$ cat src/hw/lcd_pkg.sv
`default_nettype none

package lcd_pkg;

  // One byte on the 8080 bus
  typedef logic [7:0]  lcd_byte_t;

  // Red in the top byte, sent first
  typedef logic [23:0] pixel_t;

  typedef logic [23:0] pixel_count_t;

  // Drive from one engine toward the pads, active high inside the design
  typedef struct packed {
    logic      dc;    // 1 data or parameter, 0 command
    logic      wr;
    logic      rd;
    lcd_byte_t data;
  } lcd_bus_t;

  // IDLE is prefixed per machine so both enums can share this package
  typedef enum logic [2:0] {
    CMD_IDLE,
    WR_LOW,
    WR_HIGH,
    RD_LOW1,
    RD_LOW2,
    DONE
  } cmd_state_e;

  typedef enum logic [2:0] {
    PIX_IDLE,
    WAIT_TE,
    CMD_LOW,
    CMD_HIGH,
    PIX_LOW,
    PIX_HIGH,
    NEXT
  } writer_state_e;

  localparam int        FIFO_DEPTH       = 8;
  localparam int        FIFO_AW          = 3;
  localparam lcd_byte_t CMD_MEMORY_WRITE = 8'h2C;

endpackage

`default_nettype wire
$ cat src/hw/lcd_ctrl_top.sv
`timescale 1ns/1ps
`default_nettype none

module lcd_ctrl_top (
  input  logic                  clk,
  input  logic                  i_rst_n,

  // Control
  input  logic                  i_enable,
  input  logic                  i_reset_display,
  input  logic                  i_data_command_mode,
  input  logic                  i_enable_tearing,
  input  logic                  i_chip_select,
  input  lcd_pkg::pixel_count_t i_num_pixels,

  // Command port
  input  logic                  i_cmd_parameter,
  input  logic                  i_cmd_write_stb,
  input  logic                  i_cmd_read_stb,
  input  lcd_pkg::lcd_byte_t    i_cmd_data,
  output lcd_pkg::lcd_byte_t    o_cmd_data,
  output logic                  o_cmd_finished,

  // Pixel stream
  input  logic                  i_pix_stb,
  input  lcd_pkg::pixel_t       i_pix_data,
  output logic                  o_pix_full,
  output logic                  o_frame_done,

  // Panel pads
  output logic                  o_register_data_sel,
  output logic                  o_write_n,
  output logic                  o_read_n,
  input  lcd_pkg::lcd_byte_t    i_data,
  output lcd_pkg::lcd_byte_t    o_data,
  output logic                  o_cs_n,
  output logic                  o_reset_n,
  input  logic                  i_tearing_effect
);
  import lcd_pkg::*;

  logic     fifo_pop;
  logic     fifo_empty;
  pixel_t   fifo_data;
  lcd_bus_t cmd_bus;
  lcd_bus_t pix_bus;

  lcd_pixel_fifo fifo0 (
    .clk         (clk),
    .i_rst_n     (i_rst_n),
    .i_push      (i_pix_stb),
    .i_push_data (i_pix_data),
    .i_pop       (fifo_pop),
    .o_pop_data  (fifo_data),
    .o_full      (o_pix_full),
    .o_empty     (fifo_empty)
  );

  lcd_cmd_engine cmd0 (
    .clk             (clk),
    .i_rst_n         (i_rst_n),
    .i_enable        (i_enable),
    .i_cmd_parameter (i_cmd_parameter),
    .i_cmd_write_stb (i_cmd_write_stb),
    .i_cmd_read_stb  (i_cmd_read_stb),
    .i_cmd_data      (i_cmd_data),
    .i_data_in       (i_data),
    .o_cmd_data      (o_cmd_data),
    .o_cmd_finished  (o_cmd_finished),
    .o_bus           (cmd_bus)
  );

  lcd_pixel_writer writer0 (
    .clk              (clk),
    .i_rst_n          (i_rst_n),
    .i_enable         (i_enable),
    .i_enable_tearing (i_enable_tearing),
    .i_tearing_effect (i_tearing_effect),
    .i_num_pixels     (i_num_pixels),
    .i_fifo_empty     (fifo_empty),
    .i_fifo_data      (fifo_data),
    .o_fifo_pop       (fifo_pop),
    .o_bus            (pix_bus),
    .o_frame_done     (o_frame_done)
  );

  lcd_bus_port port0 (
    .clk                 (clk),
    .i_rst_n             (i_rst_n),
    .i_data_command_mode (i_data_command_mode),
    .i_reset_display     (i_reset_display),
    .i_chip_select       (i_chip_select),
    .i_cmd_bus           (cmd_bus),
    .i_pix_bus           (pix_bus),
    .o_register_data_sel (o_register_data_sel),
    .o_write_n           (o_write_n),
    .o_read_n            (o_read_n),
    .o_data              (o_data),
    .o_cs_n              (o_cs_n),
    .o_reset_n           (o_reset_n)
  );

endmodule

`default_nettype wire

$ cat src/hw/lcd_bus_port.sv
`timescale 1ns/1ps
`default_nettype none

module lcd_bus_port (
  input  logic               clk,
  input  logic               i_rst_n,
  input  logic               i_data_command_mode,
  input  logic               i_reset_display,
  input  logic               i_chip_select,
  input  lcd_pkg::lcd_bus_t  i_cmd_bus,
  input  lcd_pkg::lcd_bus_t  i_pix_bus,
  output logic               o_register_data_sel,
  output logic               o_write_n,
  output logic               o_read_n,
  output lcd_pkg::lcd_byte_t o_data,
  output logic               o_cs_n,
  output logic               o_reset_n
);
  import lcd_pkg::*;

  lcd_bus_t sel;

  // Mode 1 hands the bus to the pixel writer
  assign sel = i_data_command_mode ? i_pix_bus : i_cmd_bus;

  // Pads come straight from flops
  always_ff @(posedge clk) begin
    if (!i_rst_n) begin
      o_register_data_sel <= 1'b1;
      o_write_n           <= 1'b1;
      o_read_n            <= 1'b1;
      o_cs_n              <= 1'b1;
      // Panel stays in reset until the host releases it
      o_reset_n           <= 1'b0;
    end else begin
      o_register_data_sel <= sel.dc;
      o_write_n           <= ~sel.wr;
      o_read_n            <= ~sel.rd;
      o_cs_n              <= ~i_chip_select;
      o_reset_n           <= ~i_reset_display;
    end
  end

  always_ff @(posedge clk) begin
    o_data <= sel.data;
  end

endmodule

`default_nettype wire

$ cat src/hw/lcd_pixel_writer.sv
`timescale 1ns/1ps
`default_nettype none

module lcd_pixel_writer (
  input  logic                  clk,
  input  logic                  i_rst_n,
  input  logic                  i_enable,
  input  logic                  i_enable_tearing,
  input  logic                  i_tearing_effect,
  input  lcd_pkg::pixel_count_t i_num_pixels,
  input  logic                  i_fifo_empty,
  input  lcd_pkg::pixel_t       i_fifo_data,
  output logic                  o_fifo_pop,
  output lcd_pkg::lcd_bus_t     o_bus,
  output logic                  o_frame_done
);
  import lcd_pkg::*;

  writer_state_e state;
  pixel_count_t  pix_cnt;
  logic [1:0]    byte_idx;
  logic          te_prev;
  pixel_t        pix_q;
  logic          te_rise;
  logic          frame_end;
  lcd_byte_t     pix_byte;

  assign te_rise   = i_tearing_effect && !te_prev;
  assign frame_end = (pix_cnt == i_num_pixels);

  // Pop as the next pixel's first byte starts
  assign o_fifo_pop = (state == NEXT) && !frame_end && !i_fifo_empty;

  always_ff @(posedge clk) begin
    if (!i_rst_n) begin
      state        <= PIX_IDLE;
      pix_cnt      <= '0;
      byte_idx     <= 2'd0;
      te_prev      <= 1'b0;
      o_frame_done <= 1'b0;
    end else begin
      te_prev      <= i_tearing_effect;
      o_frame_done <= 1'b0;
      case (state)
        PIX_IDLE: begin
          pix_cnt  <= '0;
          byte_idx <= 2'd0;
          if (i_enable && !i_fifo_empty) begin
            state <= i_enable_tearing ? WAIT_TE : CMD_LOW;
          end
        end
        WAIT_TE: begin
          if (!i_enable) begin
            state <= PIX_IDLE;
          end else if (te_rise) begin
            state <= CMD_LOW;
          end
        end
        CMD_LOW:  state <= CMD_HIGH;
        CMD_HIGH: state <= NEXT;
        PIX_LOW:  state <= PIX_HIGH;
        PIX_HIGH: begin
          if (byte_idx == 2'd2) begin
            byte_idx <= 2'd0;
            pix_cnt  <= pix_cnt + 24'd1;
            state    <= NEXT;
          end else begin
            byte_idx <= byte_idx + 2'd1;
            state    <= PIX_LOW;
          end
        end
        // Waits here while the buffer runs dry
        NEXT: begin
          if (frame_end) begin
            o_frame_done <= 1'b1;
            state        <= PIX_IDLE;
          end else if (o_fifo_pop) begin
            state <= PIX_LOW;
          end
        end
        default: state <= PIX_IDLE;
      endcase
    end
  end

  always_ff @(posedge clk) begin
    if (o_fifo_pop) begin
      pix_q <= i_fifo_data;
    end
  end

  // R, G, B order
  always_comb begin
    case (byte_idx)
      2'd0:    pix_byte = pix_q[23:16];
      2'd1:    pix_byte = pix_q[15:8];
      default: pix_byte = pix_q[7:0];
    endcase
  end

  always_comb begin
    o_bus.dc   = 1'b1;
    o_bus.wr   = 1'b0;
    o_bus.rd   = 1'b0;
    o_bus.data = '0;
    case (state)
      CMD_LOW: begin
        o_bus.dc   = 1'b0;
        o_bus.wr   = 1'b1;
        o_bus.data = CMD_MEMORY_WRITE;
      end
      CMD_HIGH: begin
        o_bus.dc   = 1'b0;
        o_bus.data = CMD_MEMORY_WRITE;
      end
      PIX_LOW: begin
        o_bus.wr   = 1'b1;
        o_bus.data = pix_byte;
      end
      PIX_HIGH: o_bus.data = pix_byte;
      default:  o_bus.data = '0;
    endcase
  end

  a_pop_not_empty: assert property (@(posedge clk) disable iff (!i_rst_n)
    o_fifo_pop |-> !i_fifo_empty);

endmodule

`default_nettype wire

$ cat src/hw/lcd_cmd_engine.sv
`timescale 1ns/1ps
`default_nettype none

module lcd_cmd_engine (
  input  logic               clk,
  input  logic               i_rst_n,
  input  logic               i_enable,
  input  logic               i_cmd_parameter,
  input  logic               i_cmd_write_stb,
  input  logic               i_cmd_read_stb,
  input  lcd_pkg::lcd_byte_t i_cmd_data,
  input  lcd_pkg::lcd_byte_t i_data_in,
  output lcd_pkg::lcd_byte_t o_cmd_data,
  output logic               o_cmd_finished,
  output lcd_pkg::lcd_bus_t  o_bus
);
  import lcd_pkg::*;

  cmd_state_e state;
  logic       is_read;
  logic       dc_q;
  lcd_byte_t  data_q;
  logic       start;

  // Strobes only count while idle
  assign start = (state == CMD_IDLE) && i_enable && (i_cmd_write_stb || i_cmd_read_stb);

  always_ff @(posedge clk) begin
    if (!i_rst_n) begin
      state   <= CMD_IDLE;
      is_read <= 1'b0;
      dc_q    <= 1'b0;
      data_q  <= '0;
    end else begin
      if (start) begin
        dc_q   <= i_cmd_parameter;
        data_q <= i_cmd_data;
      end
      case (state)
        CMD_IDLE: begin
          if (i_enable && i_cmd_write_stb) begin
            state   <= WR_LOW;
            is_read <= 1'b0;
          end else if (i_enable && i_cmd_read_stb) begin
            state   <= RD_LOW1;
            is_read <= 1'b1;
          end
        end
        WR_LOW:  state <= WR_HIGH;
        // Recovery cycle, a read also samples the pad here
        WR_HIGH: state <= DONE;
        RD_LOW1: state <= RD_LOW2;
        RD_LOW2: state <= WR_HIGH;
        DONE:    state <= CMD_IDLE;
        default: state <= CMD_IDLE;
      endcase
    end
  end

  // Pad read strobe lags one cycle behind rd, so its last low cycle is WR_HIGH
  always_ff @(posedge clk) begin
    if (state == WR_HIGH && is_read) begin
      o_cmd_data <= i_data_in;
    end
  end

  always_comb begin
    o_bus.dc   = dc_q;
    o_bus.wr   = (state == WR_LOW);
    o_bus.rd   = (state == RD_LOW1) || (state == RD_LOW2);
    o_bus.data = data_q;
  end

  assign o_cmd_finished = (state == DONE);

  a_wr_rd_excl: assert property (@(posedge clk) disable iff (!i_rst_n)
    !(o_bus.wr && o_bus.rd));

endmodule

`default_nettype wire

$ cat src/hw/lcd_pixel_fifo.sv
`timescale 1ns/1ps
`default_nettype none

module lcd_pixel_fifo (
  input  logic            clk,
  input  logic            i_rst_n,
  input  logic            i_push,
  input  lcd_pkg::pixel_t i_push_data,
  input  logic            i_pop,
  output lcd_pkg::pixel_t o_pop_data,
  output logic            o_full,
  output logic            o_empty
);
  import lcd_pkg::*;

  pixel_t             mem [FIFO_DEPTH];
  logic [FIFO_AW-1:0] wr_ptr;
  logic [FIFO_AW-1:0] rd_ptr;
  logic [FIFO_AW:0]   count;

  // Pointers wrap on their own at the power of two depth
  always_ff @(posedge clk) begin
    if (!i_rst_n) begin
      wr_ptr <= '0;
      rd_ptr <= '0;
      count  <= '0;
    end else begin
      if (i_push) begin
        wr_ptr <= wr_ptr + 1'b1;
      end
      if (i_pop) begin
        rd_ptr <= rd_ptr + 1'b1;
      end
      case ({i_push, i_pop})
        2'b10:   count <= count + 1'b1;
        2'b01:   count <= count - 1'b1;
        default: count <= count;
      endcase
    end
  end

  always_ff @(posedge clk) begin
    if (i_push) begin
      mem[wr_ptr] <= i_push_data;
    end
  end

  // Head of the buffer, valid in the cycle the writer pops it
  assign o_pop_data = mem[rd_ptr];
  assign o_full     = (count == (FIFO_AW+1)'(FIFO_DEPTH));
  assign o_empty    = (count == '0);

  // Host must respect the full level
  a_no_push_full: assert property (@(posedge clk) disable iff (!i_rst_n)
    i_push |-> !o_full);

  a_no_pop_empty: assert property (@(posedge clk) disable iff (!i_rst_n)
    i_pop |-> !o_empty);

endmodule

`default_nettype wire

$ cat config.mk
export PLATFORM = sky130hd
export DESIGN_NAME = lcd_ctrl_top
export DESIGN_NICKNAME = d
export VERILOG_FILES = /design/src/hw/lcd_pkg.sv /design/src/hw/lcd_ctrl_top.sv /design/src/hw/lcd_bus_port.sv /design/src/hw/lcd_pixel_writer.sv /design/src/hw/lcd_cmd_engine.sv /design/src/hw/lcd_pixel_fifo.sv
export SDC_FILE = /design/constraint.sdc
export NUM_CORES = 1
export LEC_CHECK = 0
export BUFFER_PORTS_ARGS = -buffer_cell sky130_fd_sc_hd__buf_4
export CORE_MARGIN = 2
export CORE_UTILIZATION = 35
export CTS_CLUSTER_DIAMETER = 30
export DETAILED_ROUTE_END_ITERATION = 8
export GPL_ROUTABILITY_DRIVEN = 0
export GPL_TIMING_DRIVEN = 0
export MAX_ROUTING_LAYER = met4
export PLACE_DENSITY_LB_ADDON = 0.1
export SLEW_MARGIN = 20
export SYNTH_ARGS = -nofsm -noshare
export SYNTH_HDL_FRONTEND = slang
export SYNTH_SLANG_ARGS = --single-unit
$ cat constraint.sdc
create_clock -name clk -period 6.22 [get_ports clk]
set_input_delay 1.244 -clock clk [delete_from_list [all_inputs] [get_ports clk]]
set_output_delay 1.244 -clock clk [all_outputs]
set_load 0.05 [all_outputs]
# Yosys cells after proc, flatten, opt, wreduce, memory -nomap -nowiden
# Memories as Yosys holds them, arrays and structs flattened. A register that Yosys moved wholly into a read port is not among the register bits.
# Index checks and enable logic that the tools add are counted.
dict set report word_totals {
  register_bits 75
  ram_bits 192
  output_inout_bits 24
  mem_count 1
}
dict set report op_classes {
  addsub 6
  eq_ne 22
  muxes 26
  n_bitwise 4
  reduce_logical 29
}
# memory depth word_bits rd rd_ports_with_merged_regs wr line_no
set memory_table {}
lappend memory_table {fifo0.mem 8 24 1 1 1 lcd_pixel_fifo.sv:16} ;# pixel_t mem [FIFO_DEPTH];
# operator count
set ops {}
lappend ops {{24-bit one-hot mux with 2 select lines} 1}
lappend ops {{8-bit one-hot mux with 2 select lines} 2}
lappend ops {{24-bit by 1-bit adder with 24-bit output (second input constant)} 1}
lappend ops {{24-bit equality test} 1}
lappend ops {{24-bit 2-to-1 mux} 1}
lappend ops {{3-bit 2-to-1 mux} 7}
lappend ops {{3-bit one-hot mux with 7 select lines} 1}
lappend ops {{3-bit equality test (second input constant)} 5}
lappend ops {{3-bit by 2-bit equality test with 1-bit output (second input constant)} 4}
lappend ops {{3-bit one-hot mux with 4 select lines} 1}
lappend ops {{11-bit 2-to-1 mux} 1}
lappend ops {{1-bit logical AND} 9}
lappend ops {{4-bit one-hot mux with 2 select lines} 1}
lappend ops {{2-bit OR reduction} 4}
lappend ops {{1-bit 2-to-1 mux} 7}
lappend ops {{3-bit by 1-bit adder with 3-bit output (second input constant)} 2}
lappend ops {{3-bit by 1-bit equality test with 1-bit output (second input constant)} 2}
lappend ops {{3-bit zero test} 2}
lappend ops {{2-bit 2-to-1 mux} 3}
lappend ops {{3-bit by 2-bit != test with 1-bit output (second input constant)} 2}
lappend ops {{2-bit AND reduction} 3}
lappend ops {{2-bit nonzero test} 3}
lappend ops {{4-bit by 1-bit adder with 4-bit output (second input constant)} 1}
lappend ops {{2-bit by 1-bit equality test with 1-bit output (second input constant)} 2}
lappend ops {{13 further kinds} 21}

# Longest topological paths before layout
dict set report depth {
  depth_word 7
  depth_mapped 12
  depth_no_buf 12
}

# Modules after synthesis
# A second synthesis with hierarchy kept.
dict set report unflattened {
  hier_cells 718
  area_unflattened_um2 11911.4
}
# module n_inst cells_each area_each_um2
set by_module_without_submodules {}
lappend by_module_without_submodules {lcd_pixel_fifo 1 347 7912.6}
lappend by_module_without_submodules {lcd_pixel_writer 1 268 2760.1}
lappend by_module_without_submodules {lcd_cmd_engine 1 73 817.0}
lappend by_module_without_submodules {lcd_bus_port 1 30 421.7}

# Worst setup path after synthesis
# OpenSTA, ideal clock, no wires.
dict set report synth_timing {
  path_kind {input-to-reg}
  start {input port i_num_pixels[23]}
  end {register fifo0.count[3]}
  arrival_time_ps 3943
  path_slack_ps 2207
  stages 12
  cell_sequence {xor2_1 > nor4_1 > nand4_1 > o21ai_0 > inv_1 > ha_1 > ha_1 > a21o_1 > a21oi_1 > xnor2_1 > or3_1 > a21oi_1}
}
dict set report synth_between {
  elab_chain_len 6
}
# element line_no
set synth_rtl {}
lappend synth_rtl {{from (decl)} lcd_ctrl_top.sv:14} ;# input lcd_pkg::pixel_count_t i_num_pixels,
lappend synth_rtl {{24-bit equality test *} lcd_pixel_writer.sv:29} ;# assign frame_end = (pix_cnt == i_num_pixels);
lappend synth_rtl {{1-bit zero test *} lcd_pixel_writer.sv:32} ;# assign o_fifo_pop = (state == NEXT) && !frame_end && !i_fifo_empty;
lappend synth_rtl {{1-bit logical AND * (2 in series)} lcd_pixel_writer.sv:32}
lappend synth_rtl {{named net fifo0.i_pop} lcd_pixel_fifo.sv:9} ;# input logic i_pop,
lappend synth_rtl {{2-bit by 1-bit equality test with 1-bit output / 2-bit equality test (equally long branches)} lcd_pixel_fifo.sv:34} ;# case ({i_push, i_pop})
lappend synth_rtl {{4-bit one-hot mux with 2 select lines / 2-bit nonzero test (equally long branches)} -}
lappend synth_rtl {{to (signal assigned)} lcd_pixel_fifo.sv:35} ;# 2'b10: count <= count + 1'b1;
lappend synth_rtl {{to (signal assigned)} lcd_pixel_fifo.sv:36} ;# 2'b01: count <= count - 1'b1;
lappend synth_rtl {{to (signal assigned)} lcd_pixel_fifo.sv:37} ;# default: count <= count;
lappend synth_rtl {{to (decl)} lcd_pixel_fifo.sv:19} ;# logic [FIFO_AW:0] count;
# The timed path passes the listed nets; every way through them passes the cells marked *.
# A chain may end at the register's enable or synchronous reset.

# Worst setup path in the final report
dict set report layout_timing {
  start {input port i_num_pixels[20]}
  end {register fifo0.count[3]}
}
# Same word-level chain as after synthesis.

==> metrics.yaml <==
status: "finished, final reports clean"
avgRoutedWirePerCell_microns: 19.9
syn_area_sq_um: 11600
leakagePower_nw: 5.49
fillCellCount: 2812
yosysTopAreaCell: "edfxtp_1"
skew_ns: 0.0179
synth_edf_count: 224
grt_pass1_vias: 7296
synth_fa_ha_area_share_pct: 0.821
ir_worst_vdd_uv: 203
hold_viol_final: 0
post-synth-top-area-fraction_pct: 58.1
internal-power_mw: 4.83
swShare_pct: 22.6
synth_warnings: 0
timing.hold.worst.class: "flop to flop"
yosys-top-cells-area: "edfxtp_1 58%, dfxtp_1 12%, mux4_2 9.3%"
hold_buffers: 0
path_class: "primary input to flop"
slew_headroom_pct: 32.9
critPathCaptureType: "flop"
cp_num_buf_inv: 2
p_sw_mw: 1.41
grt_max_degree: 26
die_y_microns: 186
grt_remaining_overflow: 0
ys.flop_type: "edfxtp_1"
vias: 6794
finalCriticalPeriod_ns: 4.26
drv_cap: 0
clk_transition_reported_paths_ns: 0.04
drt.antenna.violating_nets: 0
final_nets: 981
grt_setup_unrepaired: "no"
p_seq_share_pct: 35.4
wl_microns: 27700
dieArea_sq_um: 34600
critPathTopFamily: "simple AND/OR/NAND/NOR gates"
synth-simple-area-share_pct: 7.41
initial_core_util_pct: 35.6
cts_sinks: 291
cts_buffers: 68
io_buffers: 98
syn_inst: 717
antenna_cells: 0
die_w_microns: 186
hold_ws_ns: 0.495
crit_chain: "buf_4 > xor2_1 > nor4_1 > nand4_1 > o21ai_0 > inv_1 > ha_1 > ha_1 > a21o_1 > a21oi_1 > xnor2_1 > or3_1 > a21oi_1"
async_flop_share_pct: 0
synth-xor-area-share_pct: 3.78
post-route-period-util_pct: 68.5
cts_resized: 0
post_cts_buffers: 0
final-setup-viol-count: 0
dp_hpwl_microns: 18300
drtIter0Drc: 457
syn_avg_cell_area_sq_um: 16.2
clockRootBuffer: "clkbuf_16"
antenna_found_initial: 0
vias_per_cell: 4.88
cp_max_fo: 25
clockBufferDepth: 3
fmax_ghz: 0.235
synth.distinct_cells: 46
ios: 100
drc_errors: 0
dr.pass1.iters: 4
h-tree-depth: 3
maxSlewViolCount: 0
worst_slew_pin_slew_ns: 1.01
grtUsageTotal_pct: 17.0
grt_first_pass_wirelength_microns: 42000
synth_fp_nets: 800
row_count: 66
synth_top_family_by_area: "multiplexers"
worstPathArrival_ns: 4.72
synth-compound-area-share_pct: 3.24
p_per_area_nw_per_um2: 403
synth-seq-cells: 291
slowest_delay_ns: 0.51
synth_mux_area_share_pct: 13.4
clk_latency_ns: 0.55
cts_tree: "built"
layout-drive-gt1-share_pct: 33.6
setup_tns_ns: 0
clkPwrFrac_pct: 56.9
start_kind: "primary input"
core_sq_um: 32500
crit_slowest_cell: "inv_1"
yosysSeqAreaShare_pct: 69.6
area_growth_pct: 33.5
crit_required_ns: 6.68
pwr-share-comb_pct: 7.7
-- tightest hold or removal path: cells and delay by family (launching register included) --
kind | cells | cell delay [ns]
flops | 1 | 0.30
buf+inv | 1 | 0.06
compound gates | 1 | 0.07
-- kinds of logic after synthesis --
logic type / after synthesis
XOR/XNOR: 50
flip-flops: 291
adder cells (fa/ha/maj): 7
AND/OR/NAND/NOR: 169
buffers and inverters: 47
AO/OA/AOI/OAI: 61
multiplexers: 92
-- cell usage in the layout, fill, tap and decap left out, drive strengths merged, types with 7 or more instances in the layout --
cell,n
mux4,48
o21ai,17
nor2,68
mux2,24
clkinv,22
xor2,47
bufinv,8
mux2i,20
nand2,28
clkbuf,99
nor4,7
inv,18
buf,128
nand3,11
nand4,10
and3,9
a21oi,26
edfxtp,224
dfxtp,67
-- routing by layer --
layer | vias to the layer above | track usage (%) | share of wire (%)
met2 | 216 | 27.5 | 49
met4 | 0 | 7.09 | 2.9
met1 | 3378 | 20.4 | 43
met5 | - | - | 0
met3 | 64 | 3.97 | 5.8
li1 | 3136 | - | -
-- cells in the mapped netlist, drive strengths merged (5+ instances only) --
| cell type | instances |
|---|---|
| a21oi | 26 |
| buf | 17 |
| dfxtp | 67 |
| nand2b | 6 |
| mux4 | 48 |
| xor2 | 47 |
| nand3 | 11 |
| mux2 | 24 |
| and3 | 9 |
| ha | 6 |
| clkbuf | 17 |
| nor4 | 7 |
| nor2b | 6 |
| mux2i | 20 |
| o21ai | 17 |
| nor3 | 5 |
| nand2 | 28 |
| edfxtp | 224 |
| nand4 | 10 |
| nor2 | 68 |
| o22ai | 6 |
| inv | 13 |
| and4 | 5 |
-- per-stage QoR --
| step | worst slack (ns) | util, % | cells | area (sq um) | total power [mW] |
|---|---|---|---|---|---|
| 6_report | 1.96 | 47.5 | 1392 | 15500 | 6.24 |
| 5_1_grt | 1.60 | 47.5 | 1392 | 15500 | 6.46 |
| 4_1_cts | 1.89 | 47.5 | 1392 | 15500 | 6.31 |
| 3_5_place_dp | 1.33 | 40.4 | 1270 | 13100 | 2.73 |
| 3_3_place_gp | 0.494 | 39.6 | 1257 | 12900 | 2.70 |
| 2_1_floorplan | 2.21 | - | 717 | 11600 | 2.54 |
-- power groups by stage --
stage	Clock, mW	Combinational [mW]	Sequential (mW)
floorplan	0	0.264	2.28
global placement	0	0.463	2.24
detailed placement	0	0.486	2.24
CTS	3.62	0.489	2.21
global route	3.72	0.525	2.21
finish	3.55	0.483	2.21
-- sequential cells by signal, summed over array words and instances (netlist names), 2 cells and up --
name and flops:
fifo0.mem 192, writer0.pix_cnt 24, writer0.pix_q 24, cmd0.data_q 8
cmd0.o_cmd_data 8, port0.o_data 8, fifo0.count 4, cmd0.state 3
fifo0.rd_ptr 3, fifo0.wr_ptr 3, writer0.state 3, writer0.byte_idx 2
-- worst paths after layout --
kind | to | slack (ns) | startpoint | cells past startpoint
setup reg to reg | fifo0.count[3] | 2.38 | writer0.pix_cnt[3] | 12
hold / removal | port0.o_data[4] | 0.50 | cmd0.data_q[4] | 2
setup / recovery | fifo0.count[3] | 1.96 | i_num_pixels[20] | 13
hold reg to reg | port0.o_data[4] | 0.50 | cmd0.data_q[4] | 2
-- area by class of cell --
class,count,area (sq um),area share [%]
sequential,291,8070,52.2
clock inverter,40,464,3.00
multi-input combinational,379,3370,21.8
tap,442,553,3.58
timing repair buffer,111,938,6.07
buffer,34,150,0.971
clock buffer,82,1870,12.1
inverter,13,48.8,0.316
(Power assumes the default switching activity.)
